**src/logic/rtc_pkg.sv**
```systemverilog
// --------------------
// ISL1208 bus and register constants
// --------------------
package rtc_pkg;

	// Device address and register map
	localparam logic [6:0] RTC_ADDR = 7'h6F;	// 0xDE on write, 0xDF on read
	localparam logic [7:0] REG_SR   = 8'h07;	// Status register
	localparam logic [7:0] WRTC_SET = 8'h10;	// WRTC bit, unlocks the time registers
	localparam logic [7:0] REG_SC   = 8'h00;	// Seconds, first of the seven time registers

	// Bus timing
	// Clocks per quarter of an SCL period.
	// Small for simulation, a 250 kHz bus wants a much larger value
	localparam logic [7:0] BAUD_DIV = 8'd4;

	// Sequence lengths
	localparam int SEQ_W = 6;	// Step counter width

	// Read: S, DE, 00, Sr, DF, 7 x rd, P
	localparam logic [SEQ_W-1:0] READ_LAST = 6'd12;

	// Write: S DE 07 10 P, then S DE k d P for each register
	localparam logic [SEQ_W-1:0] WRITE_LAST = 6'd39;

	// sc, mn, hr, dt, mo, yr, dw
	localparam int RTC_BYTES = 7;

endpackage

```
**src/logic/i2c_byte_engine.sv**
```systemverilog
`timescale 1ns/1ps

// Open-drain I2C master, one bus operation per command
module i2c_byte_engine
(
	input  logic       clk,
	input  logic       reset,
	input  logic       cmd_start,	// Start or repeated start
	input  logic       cmd_stop,	// Stop
	input  logic       cmd_tx,		// Write tx_byte, sample ack
	input  logic       cmd_rd,		// Read a byte, then ack or nack
	input  logic [7:0] tx_byte,
	input  logic       rx_nack,		// Nack the byte read by cmd_rd
	input  logic       scl_in,
	input  logic       sda_in,
	output logic       tx_cmplt,	// Start, stop or write finished
	output logic       strb_rx,		// Read finished
	output logic [7:0] rx_byte,
	output logic       tx_nack,		// Ack bit of the last write
	output logic       scl_out,		// 1 releases the line
	output logic       sda_out		// 1 releases the line
);
	import rtc_pkg::*;

	logic       busy;
	logic [1:0] op;			// 00 start, 01 stop, 10 write, 11 read
	logic [7:0] div_cnt;	// Quarter-bit divider
	logic [1:0] phase;		// Quarter within the bit
	logic [3:0] bit_cnt;	// 0-7 data, 8 ack slot
	logic [7:0] shreg;		// Shared tx/rx shift register
	logic       nack_hold;
	logic       scl_in_d;
	logic       tick;
	logic       scl_rise;
	logic       last_q;
	logic       bit_val;

	assign tick     = busy && (div_cnt == BAUD_DIV - 8'd1);
	assign scl_rise = scl_in && !scl_in_d;	// Data valid edge
	assign last_q   = (phase == 2'd3) && (!op[1] || bit_cnt == 4'd8);

	// Level put on SDA for the current bit
	always_comb
	begin
		if (op[0])
			bit_val = (bit_cnt == 4'd8) ? nack_hold : 1'b1;	// Read: release, then ack/nack
		else
			bit_val = (bit_cnt == 4'd8) ? 1'b1 : shreg[7];	// Write: MSB first, release for ack
	end

	// --------------------
	// Bus state machine
	// --------------------
	always_ff @(posedge clk)
	begin
		if (reset)
		begin
			busy     <= 1'b0;
			op       <= 2'd0;
			div_cnt  <= 8'd0;
			phase    <= 2'd0;
			bit_cnt  <= 4'd0;
			scl_out  <= 1'b1;	// Bus released
			sda_out  <= 1'b1;
			tx_cmplt <= 1'b0;
			strb_rx  <= 1'b0;
		end
		else
		begin
			tx_cmplt <= 1'b0;
			strb_rx  <= 1'b0;
			if (!busy)
			begin
				div_cnt <= 8'd0;
				phase   <= 2'd0;
				bit_cnt <= 4'd0;
				if (cmd_start || cmd_stop || cmd_tx || cmd_rd)
				begin
					busy <= 1'b1;
					op   <= {cmd_tx | cmd_rd, cmd_stop | cmd_rd};
				end
			end
			else
			begin
				div_cnt <= tick ? 8'd0 : div_cnt + 8'd1;
				if (tick)
				begin
					phase <= phase + 2'd1;
					case (phase)
						2'd0:	// SCL low, set up SDA
						begin
							if (op == 2'd0)
								sda_out <= 1'b1;
							else if (op == 2'd1)
								sda_out <= 1'b0;
							else
								sda_out <= bit_val;
						end
						2'd1:
							scl_out <= 1'b1;	// Every operation raises SCL here
						2'd2:	// SCL high
						begin
							if (op == 2'd0)
								sda_out <= 1'b0;	// Start condition
							else if (op == 2'd1)
								sda_out <= 1'b1;	// Stop condition
						end
						default:
						begin
							if (op != 2'd1)
								scl_out <= 1'b0;	// Stop leaves the bus released
							if (op[1] && bit_cnt != 4'd8)
								bit_cnt <= bit_cnt + 4'd1;
						end
					endcase
					if (last_q)
					begin
						busy     <= 1'b0;
						tx_cmplt <= (op != 2'd3);
						strb_rx  <= (op == 2'd3);
					end
				end
			end
		end
	end

	// Edge detect on the SCL seen on the bus
	always_ff @(posedge clk)
	begin
		if (reset)
		begin
			scl_in_d <= 1'b1;
			tx_nack  <= 1'b0;
		end
		else
		begin
			scl_in_d <= scl_in;
			if (busy && op == 2'd2 && bit_cnt == 4'd8 && scl_rise)
				tx_nack <= sda_in;	// High means no ack from slave
		end
	end

	// Data path
	always_ff @(posedge clk)
	begin
		if (!busy && cmd_tx)
			shreg <= tx_byte;
		else if (busy && op == 2'd3 && bit_cnt != 4'd8 && scl_rise)
			shreg <= {shreg[6:0], sda_in};	// Shift in read data
		else if (tick && op == 2'd2 && phase == 2'd3 && bit_cnt != 4'd8)
			shreg <= {shreg[6:0], 1'b0};	// Next bit to MSB
		if (!busy && cmd_rd)
			nack_hold <= rx_nack;
		if (tick && op == 2'd3 && last_q)
			rx_byte <= shreg;
	end

endmodule

```
**src/logic/i2c_rtc.sv**
```systemverilog
`timescale 1ns/1ps

// ISL1208 time register mirror over I2C
module i2c_rtc
(
	input  logic        clk,
	input  logic        reset,
	input  logic        strb_500ms,
	input  logic        wr_rtc_strb,
	input  logic [31:0] wreg_rtc_01,	// sc, mn, hr, dt
	input  logic [23:0] wreg_rtc_02,	// mo, yr, dw
	input  logic        scl_in,
	input  logic        sda_in,
	output logic [31:0] rtc_01,
	output logic [23:0] rtc_02,
	output logic        rtc_strb,
	output logic        rtc_status,
	output logic        scl_out,		// Open drain, 1 releases
	output logic        sda_out
);
	import rtc_pkg::*;

	logic       cmd_start;
	logic       cmd_stop;
	logic       cmd_tx;
	logic       cmd_rd;
	logic [7:0] tx_byte;
	logic       rx_nack;
	logic       tx_cmplt;
	logic       strb_rx;
	logic [7:0] rx_byte;
	logic       tx_nack;
	logic       seq_start;
	logic       seq_done;

	// --------------------
	// Bus engine
	// --------------------
	i2c_byte_engine i_engine
	(
		.clk       (clk),
		.reset     (reset),
		.cmd_start (cmd_start),
		.cmd_stop  (cmd_stop),
		.cmd_tx    (cmd_tx),
		.cmd_rd    (cmd_rd),
		.tx_byte   (tx_byte),
		.rx_nack   (rx_nack),
		.scl_in    (scl_in),
		.sda_in    (sda_in),
		.tx_cmplt  (tx_cmplt),
		.strb_rx   (strb_rx),
		.rx_byte   (rx_byte),
		.tx_nack   (tx_nack),
		.scl_out   (scl_out),
		.sda_out   (sda_out)
	);

	// Read or write sequence per strobe
	rtc_sequencer i_seq
	(
		.clk         (clk),
		.reset       (reset),
		.strb_500ms  (strb_500ms),
		.wr_rtc_strb (wr_rtc_strb),
		.wreg_rtc_01 (wreg_rtc_01),
		.wreg_rtc_02 (wreg_rtc_02),
		.tx_cmplt    (tx_cmplt),
		.strb_rx     (strb_rx),
		.cmd_start   (cmd_start),
		.cmd_stop    (cmd_stop),
		.cmd_tx      (cmd_tx),
		.cmd_rd      (cmd_rd),
		.tx_byte     (tx_byte),
		.rx_nack     (rx_nack),
		.seq_start   (seq_start),
		.seq_done    (seq_done)
	);

	rtc_capture i_cap
	(
		.clk        (clk),
		.reset      (reset),
		.strb_rx    (strb_rx),
		.rx_byte    (rx_byte),
		.tx_cmplt   (tx_cmplt),
		.tx_nack    (tx_nack),
		.seq_start  (seq_start),
		.seq_done   (seq_done),
		.rtc_01     (rtc_01),
		.rtc_02     (rtc_02),
		.rtc_strb   (rtc_strb),
		.rtc_status (rtc_status)
	);

endmodule

```
**src/logic/rtc_capture.sv**
```systemverilog
`timescale 1ns/1ps

// Collects read bytes into the time words
module rtc_capture
(
	input  logic        clk,
	input  logic        reset,
	input  logic        strb_rx,
	input  logic [7:0]  rx_byte,
	input  logic        tx_cmplt,
	input  logic        tx_nack,
	input  logic        seq_start,
	input  logic        seq_done,
	output logic [31:0] rtc_01,		// sc, mn, hr, dt
	output logic [23:0] rtc_02,		// mo, yr, dw
	output logic        rtc_strb,	// New data ready
	output logic        rtc_status	// Sticky nack
);
	import rtc_pkg::*;

	logic [8*RTC_BYTES-1:0] time_word;	// sc in the top byte
	logic [2:0]             ptr;		// Index of the next read byte

	assign rtc_01 = time_word[55:24];
	assign rtc_02 = time_word[23:0];

	always_ff @(posedge clk)
	begin
		if (reset)
		begin
			time_word  <= '0;
			ptr        <= 3'd0;
			rtc_strb   <= 1'b0;
			rtc_status <= 1'b0;
		end
		else
		begin
			rtc_strb <= seq_done;
			if (seq_start)
				ptr <= 3'd0;
			else if (strb_rx)
				ptr <= ptr + 3'd1;
			if (strb_rx && ptr < RTC_BYTES)
				time_word[8*(RTC_BYTES-1-ptr) +: 8] <= rx_byte;
			if (tx_cmplt && tx_nack)
				rtc_status <= 1'b1;	// Slave did not ack a write
		end
	end

endmodule

```
**src/logic/rtc_sequencer.sv**
```systemverilog
`timescale 1ns/1ps

// Step sequencer for the RTC read and write sequences
module rtc_sequencer
(
	input  logic        clk,
	input  logic        reset,
	input  logic        strb_500ms,		// Starts one sequence when idle
	input  logic        wr_rtc_strb,	// Request a write of the time registers
	input  logic [31:0] wreg_rtc_01,	// sc, mn, hr, dt
	input  logic [23:0] wreg_rtc_02,	// mo, yr, dw
	input  logic        tx_cmplt,
	input  logic        strb_rx,
	output logic        cmd_start,
	output logic        cmd_stop,
	output logic        cmd_tx,
	output logic        cmd_rd,
	output logic [7:0]  tx_byte,
	output logic        rx_nack,
	output logic        seq_start,
	output logic        seq_done
);
	import rtc_pkg::*;

	logic                   req_pend;	// Write request waiting for the next strobe
	logic [8*RTC_BYTES-1:0] wr_word;	// sc..dw, high byte first
	logic                   active;
	logic                   wr_mode;
	logic [SEQ_W-1:0]       step;
	logic [SEQ_W-1:0]       last_step;
	logic                   launch;
	logic                   advance;
	logic                   fire;
	logic                   dec_mode;
	logic [SEQ_W-1:0]       dec_step;	// Step whose command is issued next
	logic [2:0]             pos;		// Place in a five-step write group
	logic [2:0]             grp;		// Group 0 is the WRTC write
	logic [2:0]             k;			// Time register index
	logic                   d_start;
	logic                   d_stop;
	logic                   d_tx;
	logic                   d_rd;
	logic                   d_nack;
	logic [7:0]             d_byte;

	assign last_step = wr_mode ? WRITE_LAST : READ_LAST;
	assign seq_done  = active && tx_cmplt && (step == last_step);	// Last stop done
	assign launch    = strb_500ms && !active;	// Strobes during a sequence are dropped
	assign advance   = active && (tx_cmplt || strb_rx) && (step != last_step);
	assign fire      = launch || advance;
	assign dec_mode  = launch ? req_pend : wr_mode;
	assign dec_step  = launch ? '0 : step + 1'b1;
	assign pos       = 3'(dec_step % 5);
	assign grp       = 3'(dec_step / 5);
	assign k         = grp - 3'd1;

	// --------------------
	// Step decode
	// --------------------
	always_comb
	begin
		d_start = 1'b0;
		d_stop  = 1'b0;
		d_tx    = 1'b0;
		d_rd    = 1'b0;
		d_nack  = 1'b0;
		d_byte  = 8'h00;
		if (dec_mode)
		begin
			case (pos)
				3'd0: d_start = 1'b1;
				3'd1:
				begin
					d_tx   = 1'b1;
					d_byte = {RTC_ADDR, 1'b0};	// 0xDE
				end
				3'd2:	// Register address
				begin
					d_tx = 1'b1;
					if (grp == 3'd0)
						d_byte = REG_SR;
					else
						d_byte = REG_SC + {5'd0, k};
				end
				3'd3:	// Register data
				begin
					d_tx = 1'b1;
					if (grp == 3'd0)
						d_byte = WRTC_SET;
					else
						d_byte = wr_word[8*(RTC_BYTES-1-k) +: 8];
				end
				default: d_stop = 1'b1;
			endcase
		end
		else
		begin
			case (dec_step)
				SEQ_W'(0), SEQ_W'(3): d_start = 1'b1;	// Start, repeated start
				SEQ_W'(1):
				begin
					d_tx   = 1'b1;
					d_byte = {RTC_ADDR, 1'b0};
				end
				SEQ_W'(2):
				begin
					d_tx   = 1'b1;
					d_byte = REG_SC;	// Pointer to seconds
				end
				SEQ_W'(4):
				begin
					d_tx   = 1'b1;
					d_byte = {RTC_ADDR, 1'b1};	// 0xDF
				end
				SEQ_W'(11):
				begin
					d_rd   = 1'b1;
					d_nack = 1'b1;	// Last byte, end the read
				end
				READ_LAST: d_stop = 1'b1;
				default: d_rd = 1'b1;	// Steps 5-10
			endcase
		end
	end

	// Request flag, mode, step counter and command strobes
	always_ff @(posedge clk)
	begin
		if (reset)
		begin
			req_pend  <= 1'b0;
			active    <= 1'b0;
			wr_mode   <= 1'b0;
			step      <= '0;
			cmd_start <= 1'b0;
			cmd_stop  <= 1'b0;
			cmd_tx    <= 1'b0;
			cmd_rd    <= 1'b0;
			seq_start <= 1'b0;
		end
		else
		begin
			cmd_start <= fire && d_start;
			cmd_stop  <= fire && d_stop;
			cmd_tx    <= fire && d_tx;
			cmd_rd    <= fire && d_rd;
			seq_start <= launch;
			if (wr_rtc_strb)
				req_pend <= 1'b1;
			else if (seq_done && wr_mode)
				req_pend <= 1'b0;	// Write sequence served the request
			if (launch)
			begin
				active  <= 1'b1;
				wr_mode <= req_pend;
				step    <= '0;
			end
			else if (seq_done)
				active <= 1'b0;
			else if (advance)
				step <= step + 1'b1;
		end
	end

	// Payload
	always_ff @(posedge clk)
	begin
		if (wr_rtc_strb)
			wr_word <= {wreg_rtc_01, wreg_rtc_02};
		if (fire)
		begin
			tx_byte <= d_byte;
			rx_nack <= d_nack;
		end
	end

endmodule
```
**config.mk**
```make
export PLATFORM = sky130hd
export DESIGN_NAME = i2c_rtc
export DESIGN_NICKNAME = d
export VERILOG_FILES = /design/src/logic/rtc_pkg.sv /design/src/logic/i2c_byte_engine.sv /design/src/logic/i2c_rtc.sv /design/src/logic/rtc_capture.sv /design/src/logic/rtc_sequencer.sv
export SDC_FILE = /design/constraint.sdc
export NUM_CORES = 1
export LEC_CHECK = 0
export BUFFER_PORTS_ARGS = -buffer_cell sky130_fd_sc_hd__buf_2
export CORE_ASPECT_RATIO = 1.4
export CORE_UTILIZATION = 60
export DETAILED_ROUTE_END_ITERATION = 16
export GPL_TIMING_DRIVEN = 0
export PLACE_DENSITY = 0.83
export SYNTH_ARGS = -nofsm -noshare
export SYNTH_HDL_FRONTEND = slang
export SYNTH_HIERARCHICAL = 1
export SYNTH_SLANG_ARGS = --single-unit
export TNS_END_PERCENT = 20
```
**constraint.sdc**
```tcl
create_clock -name clk -period 13.8 [get_ports clk]
set_input_delay 4.14 -clock clk [delete_from_list [all_inputs] [get_ports clk]]
set_output_delay 4.14 -clock clk [all_outputs]
set_load 0.02 [all_outputs]
```
==> summary.txt, run 1 <==
Run status
  – Run status: finished clean

Pwr
  – VDD IR max: roughly 0.084 mV
  – Clock power share: between 40% and 50%
  – Int Pwr: about 830 µW
  – Combinational Power Share: approximately 4.5%
  – Sequential share of power: between 50% and 60%
  – Cell Pwr Density: just over 100 mW/mm²
  – Psw: ~250 µW
  – Pleak: around 4.4 nW
  – Switching Fraction: between 20% and 30%

STA
  – Slew HR: between 20% and 30%
  – Clk_skew: ~0.012 ns
  – Setup TNS: 0 ns
  – Final hold slack: a little over 0.4 ns
  – Fin crit share: 74.16%
  – Tmin final: approximately 10 ns
  – PnR worst setup slack: ~3.6 ns
  – Fin. Hold Viols: 0
  – RSZ-0062 raised after global routing: no
  – Slew @ Worst Pin: 1.193 ns
  – Final setup viols: 0
  – Fmax: 97.71 MHz
  – Final Max Tran Viols: 0

Floorplan
  – Die area: between 0.015 and 0.02 mm²
  – FP Rows: 53
  – Die width: 106.4 µm
  – Initial Utilization: just over 60%
  – CORE AREA: about 0.015 mm²
  – Die H: 148.2 µm
  – # IOs: ~120

Global routing
  – Global Route Usage Sum: 26.21%
  – Largest net degree at the start of global routing: between 50 and 60
  – GR Util met3: approximately 4.6%
  – Layer with the highest usage: met2
  – Vias in the first global route: roughly 7000
  – Met1 Use GR: around 28%
  – GRT met2 Usage: slightly below 50%
  – Global-route wire length before repair: 32.47 mm
  – Initial antenna violation count: 0
  – Grt ovf: 0

Setup path
  – Arrival @ worst endpoint: 10.51 ns
  – Crit path max-delay cell type: or4_4
  – CP max stage delay: 0.59 ns
  – Top cell by count, worst path: ha_1
  – Reg2reg start: i_seq/step[1]
  – Flop2flop setup slack: between 6 and 7 ns
  – Startpoint type of the worst setup path: primary input
  – FF-to-FF path depth: 30
  – Critical Path Sink Type: flop
  – CP required: 14.07 ns
  – Crit path from: strb_500ms
  – Crit path kind: in2reg
  – Crit Path Max Fanout: 11
  – Worst r2r dst: i_seq/tx_byte[1]

Synth
  – Syn Area/Cell: about 10 µm²
  – Top cells by count, synth: 98 x dfxtp_1, 82 x edfxtp_1, 75 x nand2_1
  – Most frequent cell after synthesis: dfxtp_1
  – Cell count after synthesis: around 870
  – Sequential share of the synthesized area: between 40% and 50%
  – Ys flop type: dfxtp_1
  – Cell taking the most area after synthesis: edfxtp_1
  – Cell variety after synth: 88
  – Mapped Area: around 0.009 mm²
  – Synth top area cells: edfxtp_1 27%, dfxtp_1 21%, mux2i_1 7.2%
  – Async S/R FF share, synth: 0%
  – Syn nets: ~960
  – Ys Warns: 6
  – EDFF count, synth: between 80 and 90
  – Top cell type's share of synthesized area: 26.87%
  – Flops & latches, synth: 180

Cells and area
  – Final Cell Area: between 0.01 and 0.015 mm²
  – Nets: 1098
  – Non-filler cells, final: 1219
  – Share of cells above drive strength 1: between 20% and 30%
  – Layout area overhead: 15.18%
  – # diodes: 0

CTS
  – Clk root buf: clkbuf_16
  – Hold_buf cts: 0
  – Setup repair bufs after CTS: 0
  – Num CTS Buffers: 17
  – Worst skew pair latency: 0.43 ns
  – Reg clk slew, reported paths: 0.07 ns
  – Post-CTS sizing: 0
  – Sink Count: 180
  – Clock tree from TritonCTS: built
  – CTS H-tree depth: 4
  – Worst-case clock buffer depth: 2

Hold path
  – Hold Path End: i_engine/nack_hold
  – Min-delay src: i_seq/rx_nack
  – HP Class: reg2reg
  – Hold path depth: 0

Detailed routing
  – First-pass detailed-route iteration total: 5
  – Total number of vias: just over 7000
  – Number of vias per cell: between 5 and 6
  – Number of remaining DRC errors: 0
  – Wire per inst: ~16 µm
  – Detail Route Antenna Nets: 0
  – Final WL: approximately 20 mm
  – DRT iter0 DRCs: 372

Place
  – Placed Cells: between 1000 and 1500
  – # port buffers: 121
  – DP Area: approximately 0.010 mm²
  – Final Wtd Congestion: slightly below 0.9
  – Post-place setup slack: around 3.2 ns
  – DP HPWL: 14.65 mm

Job
  – # Max-Cap Violations: 0
-- power by group through the flow --
stage | logic, mW | clock network (mW) | registers, mW
after floorplan | 0.0279 | 0 | 0.594
after global placement | 0.0472 | 0 | 0.595
after detailed placement | 0.0480 | 0 | 0.596
after CTS | 0.0484 | 0.457 | 0.584
after global routing | 0.0534 | 0.479 | 0.586
final | 0.0485 | 0.449 | 0.584
-- sequential cells by signal, indices dropped and copies added, names as in the netlist, 2 cells and up --
signal and flops:
i_cap/time_word 56, i_seq/wr_word 56, i_engine/div_cnt 8, i_engine/rx_byte 8, i_engine/shreg 8, i_seq/tx_byte 8, i_seq/step 6, i_engine/bit_cnt 4
i_cap/ptr 3, i_engine/op 2, i_engine/phase 2
-- logic make-up after synthesis --
logic type / after synthesis / share of synthesized area, %
buffers and inverters: 67 / 3.564
multiplexers: 83 / 9.790
adder cells (fa/ha/maj): 22 / 3.004
AND/OR/NAND/NOR: 358 / 21.57
AO/OA/AOI/OAI: 136 / 10.70
XOR/XNOR: 28 / 3.086
flip-flops: 180 / 48.28
-- layout by cell type (no fill, tap or decap), drive strengths merged, types with 10 or more instances in the layout --
master	instances
nor2b	13
buf	140
a31oi	10
a21oi	34
dfxtp	98
nand3b	10
edfxtp	82
nand2	78
mux2i	68
o21ai	21
nand2b	64
inv	37
mux2	13
clkbuf	37
nor3	19
xnor2	17
ha	22
nand3	29
xor2	10
nor2	64
nor3b	10
and3	17
nand4	12
-- area by class of cell --
| class | count | area, µm² |
|---|---|---|
| Inverter | 29 | 113.9 |
| Clock inverter | 14 | 116.4 |
| Tap cell | 192 | 240.2 |
| Timing Repair Buffer | 121 | 605.6 |
| Fill cell | 1136 | 4432 |
| Sequential cell | 180 | 4424 |
| Multi-Input combinational cell | 627 | 4413 |
| Buffer | 38 | 212.7 |
| Clock buffer | 18 | 429.2 |
-- worst max-delay path by stage --
stage / end / slack, ns / cells past startpoint
after floorplan: i_seq/tx_byte[3] / 4.31 / 30
after global routing: i_seq/tx_byte[1] / 3.02 / 29
final: i_seq/tx_byte[1] / 3.57 / 29
after detailed placement: i_seq/tx_byte[1] / 3.18 / 29
after global placement: i_seq/tx_byte[1] / 3.24 / 29
after CTS: i_seq/tx_byte[1] / 3.59 / 29
-- through the flow --
| stage | utilization [%] | power [mW] |
|---|---|---|
| 2_1_floorplan | - | 0.6216 |
| 6_report | 70.43 | 1.082 |
| 5_1_grt | 70.43 | 1.118 |
| 3_5_place_dp | 66.79 | 0.6442 |
| 4_1_cts | 70.43 | 1.090 |
| 3_3_place_gp | 66.79 | 0.6426 |
-- metal layers --
layer  wire, µm  vias up
li1           -     3473
met1       7704     3452
met2      10910      221
met3        853       39
met4        540        0
met5          0        -
-- worst max-delay path: cells and delay by family --
kind / cells / cell delay, ns
buf+inv: 5 / 0.70
simple gates: 11 / 2.46
compound gates: 6 / 1.36
mux: 1 / 0.26
fa+ha+maj: 4 / 1.29
xor+xnor: 2 / 0.26
Power figures use the tool's default switching activity.
==> run 2, diff against run 1 <==
--- a/config.mk
+++ b/config.mk
@@ -5,12 +5,13 @@
 export SDC_FILE = /design/constraint.sdc
 export NUM_CORES = 1
 export LEC_CHECK = 0
+export ABC_AREA = 1
 export BUFFER_PORTS_ARGS = -buffer_cell sky130_fd_sc_hd__buf_2
 export CORE_ASPECT_RATIO = 1.4
-export CORE_UTILIZATION = 60
+export CORE_UTILIZATION = 58
 export DETAILED_ROUTE_END_ITERATION = 16
 export GPL_TIMING_DRIVEN = 0
-export PLACE_DENSITY = 0.83
+export PLACE_DENSITY = 0.8
 export SYNTH_ARGS = -nofsm -noshare
 export SYNTH_HDL_FRONTEND = slang
 export SYNTH_HIERARCHICAL = 1
==> constraint.sdc (replaced) <==
create_clock -name clk -period 10.1 [get_ports clk]
set_input_delay 3.03 -clock clk [delete_from_list [all_inputs] [get_ports clk]]
set_output_delay 3.03 -clock clk [all_outputs]
set_load 0.02 [all_outputs]
==> summary.txt, run 2 <==
Run status
  – Run status: finished clean

CTS
  – Sink Count: 180 (unchanged)
  – Clock tree from TritonCTS: built
  – Reg clk slew, reported paths: 0.07 ns (about the same)
  – Hold_buf cts: 0 (unchanged)
  – Clk root buf: clkbuf_16
  – Worst-case clock buffer depth: 2 (unchanged)
  – CTS H-tree depth: 4 (unchanged)
  – Setup repair bufs after CTS: 0 (unchanged)
  – Num CTS Buffers: 17 (unchanged)
  – Post-CTS sizing: 0 (unchanged)
  – Worst skew pair latency: 0.43 ns (about the same)

Cells and area
  – Layout area overhead: 16.13%
  – Commonest cells after routing, fill and taps aside: 288 x nand2_1, 137 x nor2_1, 128 x buf_2, 98 x dfxtp_1, 94 x inv_1
  – Commonest non-fill, non-tap cell in the layout: nand2_1
  – Non-filler cells, final: 1415 (+16%)
  – # diodes: 0 (unchanged)
  – Share of cells above drive strength 1: 21.01% (-1.2 points)
  – Largest regs: i_cap/time_word: 56 flops, i_seq/wr_word: 56 flops
  – Final Cell Area: 0.01030 mm² (-2.4%)
  – Nets: 1294 (+18%)

STA
  – Clk_skew: 0.01035 ns (-0.001424 ns)
  – Setup TNS: 0 ns (unchanged)
  – RSZ-0062 raised after global routing: no
  – Slew @ Worst Pin: 1.190 ns (-0.003233 ns)
  – Final Max Tran Viols: 0 (unchanged)
  – Final hold slack: 0.4414 ns (+0.03395 ns)
  – Tmin final: 7.667 ns
  – Final setup viols: 0 (unchanged)
  – Fin. Hold Viols: 0 (unchanged)
  – Fmax: roughly 130 MHz
  – Slew HR: 20.69% (+0.22 points)
  – Fin crit share: about three quarters

Place
  – # port buffers: 121 (unchanged)
  – Placed Cells: 1383 (+17%)
  – DP Area: 0.009718 mm² (-2.9%)
  – DP HPWL: 13.90 mm (-5.1%)
  – Final Wtd Congestion: 0.8872 (about the same)

Setup path
  – Crit path kind: in2reg
  – FF-to-FF path depth: 39 (+30%)
  – Worst r2r dst: i_seq/tx_byte[6]
  – Reg2reg start: i_seq/step[0]
  – Crit Path Max Fanout: 11 (unchanged)
  – CP max stage delay: 0.29 ns (-0.30 ns)
  – Startpoint type of the worst setup path: primary input
  – Flop2flop setup slack: 4.45 ns (-2.26 ns)
  – Arrival @ worst endpoint: 7.84 ns (-2.67 ns)
  – Crit path from: strb_500ms
  – Top cell by count, worst path: nand2_1
  – Critical Path Sink Type: flop
  – Crit path max-delay cell type: or2_2
  – CP required: 10.28 ns (-3.79 ns)

Job
  – # Max-Cap Violations: 0 (unchanged)

Detailed routing
  – First-pass detailed-route iteration total: 5 (unchanged)
  – DRT iter0 DRCs: 424 (+14%)
  – Detail Route Antenna Nets: 0 (unchanged)
  – Number of remaining DRC errors: 0 (unchanged)
  – Total number of vias: 7357 (+2.4%)
  – Number of vias per cell: 5.199 (-12%)
  – Final WL: 18.54 mm (-7.3%)
  – Wire per inst: 13.10 µm (-20%)

Synth
  – Top cell type's share of synthesized area: 27.75% (+0.88 points)
  – Syn nets: 1154 (+20%)
  – Ys flop type: dfxtp_1
  – Syn Area/Cell: 8.292 µm² (-21%)
  – Async S/R FF share, synth: 0% (unchanged)
  – EDFF count, synth: 82 (unchanged)
  – Most frequent cell after synthesis: nand2_1
  – Top cells by count, synth: 288 x nand2_1, 137 x nor2_1, 98 x dfxtp_1
  – Ys Warns: 6 (unchanged)
  – Sequential share of the synthesized area: 49.87% (+1.6 points)
  – Synth top area cells: edfxtp_1 28%, dfxtp_1 22%, nand2_1 12%
  – Cell variety after synth: 48 (-45%)
  – Cell count after synthesis: 1070 (+22%)
  – Mapped Area: 0.008872 mm² (-3.2%)
  – Cell taking the most area after synthesis: edfxtp_1
  – Flops & latches, synth: 180 (unchanged)

Global routing
  – Initial antenna violation count: 0 (unchanged)
  – GRT met2 Usage: 45.23% (-3.3 points)
  – Global-route wire length before repair: 30.40 mm (-6.4%)
  – Grt ovf: 0 (unchanged)
  – Global Route Usage Sum: 24.43% (-1.8 points)
  – GR Util met3: 4.557% (-0.044 points)
  – Met1 Use GR: 26.66% (-1.6 points)
  – Layer with the highest usage: met2
  – Largest net degree at the start of global routing: 58 (unchanged)
  – Vias in the first global route: 6832 (-2.2%)

Floorplan
  – FP Rows: 53 (unchanged)
  – CORE AREA: 0.01499 mm² (unchanged)
  – Die area: 0.01580 mm² (+0.16%)
  – Die width: 106.5 µm (about the same)
  – # IOs: 122 (unchanged)
  – Die H: 148.3 µm (about the same)
  – Initial Utilization: 59.20% (-1.9 points)

Hold path
  – HP Class: reg2reg
  – Hold path depth: 0 (unchanged)
  – Hold Path End: i_engine/nack_hold
  – Min-delay src: i_seq/rx_nack

Pwr
  – Pleak: 4.690 nW (+6.6%)
  – VDD IR max: 0.1419 mV (+68%)
  – Power consumption: 1.508 mW (+39%)
  – Cell Pwr Density: 146.4 mW/mm² (+43%)
-- run 2: cell count changes after synthesis, moves of 14 or more --
cell,delta
nand2_1,+213
nor2_1,+74
inv_1,+67
nand2b_1,-64
mux2i_1,-56
nand3_1,+31
a21oi_1,+23
nand2_2,+19
inv_2,+17
xnor2_1,-14
-- run 2: worst max path at each step --
stage / to / slack [ns] / cells after the start
after floorplan: i_seq/tx_byte[3] / 2.76 / 37
after global placement: i_seq/tx_byte[6] / 2.09 / 38
after detailed placement: i_seq/tx_byte[6] / 2.01 / 38
after CTS: i_seq/tx_byte[1] / 2.43 / 38
after global routing: i_seq/tx_byte[6] / 1.91 / 38
final: i_seq/tx_byte[6] / 2.43 / 38
-- run 2: power by group --
group	total [mW]	switching [mW]	internal [mW]
Clock	0.645	0.302	0.343
Combinational	0.0660	0.0426	0.0235
Sequential	0.798	0.00782	0.790
-- run 2: logic make-up (layout without fill, tap and decap cells) --
family | Yosys count | count (layout) | share of synthesized area [%]
XOR/XNOR | 6 | 6 | 0.5923
adder cells (fa/ha/maj) | 22 | 22 | 3.102
AO/OA/AOI/OAI | 124 | 124 | 7.770
flip-flops | 180 | 180 | 49.87
AND/OR/NAND/NOR | 584 | 584 | 30.56
buffers and inverters | 144 | 297 | 6.981
multiplexers | 10 | 10 | 1.128
-- run 2: critical path: cells and delay by family --
kind | cells | cell delay, ns
compound gates | 1 | 0.13
fa+ha+maj | 4 | 0.76
simple gates | 20 | 2.46
xor+xnor | 2 | 0.32
buf+inv | 11 | 1.13
-- run 2: area by class of cell --
class                           count  area, µm²
Inverter                          117      441.7
Buffer                             27      177.7
Tap cell                          192      240.2
Timing Repair Buffer              121      605.6
Clock buffer                       19      452.9
Sequential cell                   180       4424
Fill cell                        1238       4683
Multi-Input combinational cell    746       3829
Clock inverter                     13      132.6
-- run 2: through the flow --
stage | utilization, % | setup WS, ns
global placement | 64.84 | 2.094
CTS | 68.75 | 2.431
finish | 68.75 | 2.433
global route | 68.75 | 1.909
detailed placement | 64.84 | 2.009
floorplan | - | 2.760
-- run 2: metal layers --
layer	routed length, µm	share of wire [%]
met4	587	3.2
met3	831	4.5
met1	7309	39
met5	0	0
met2	9814	53
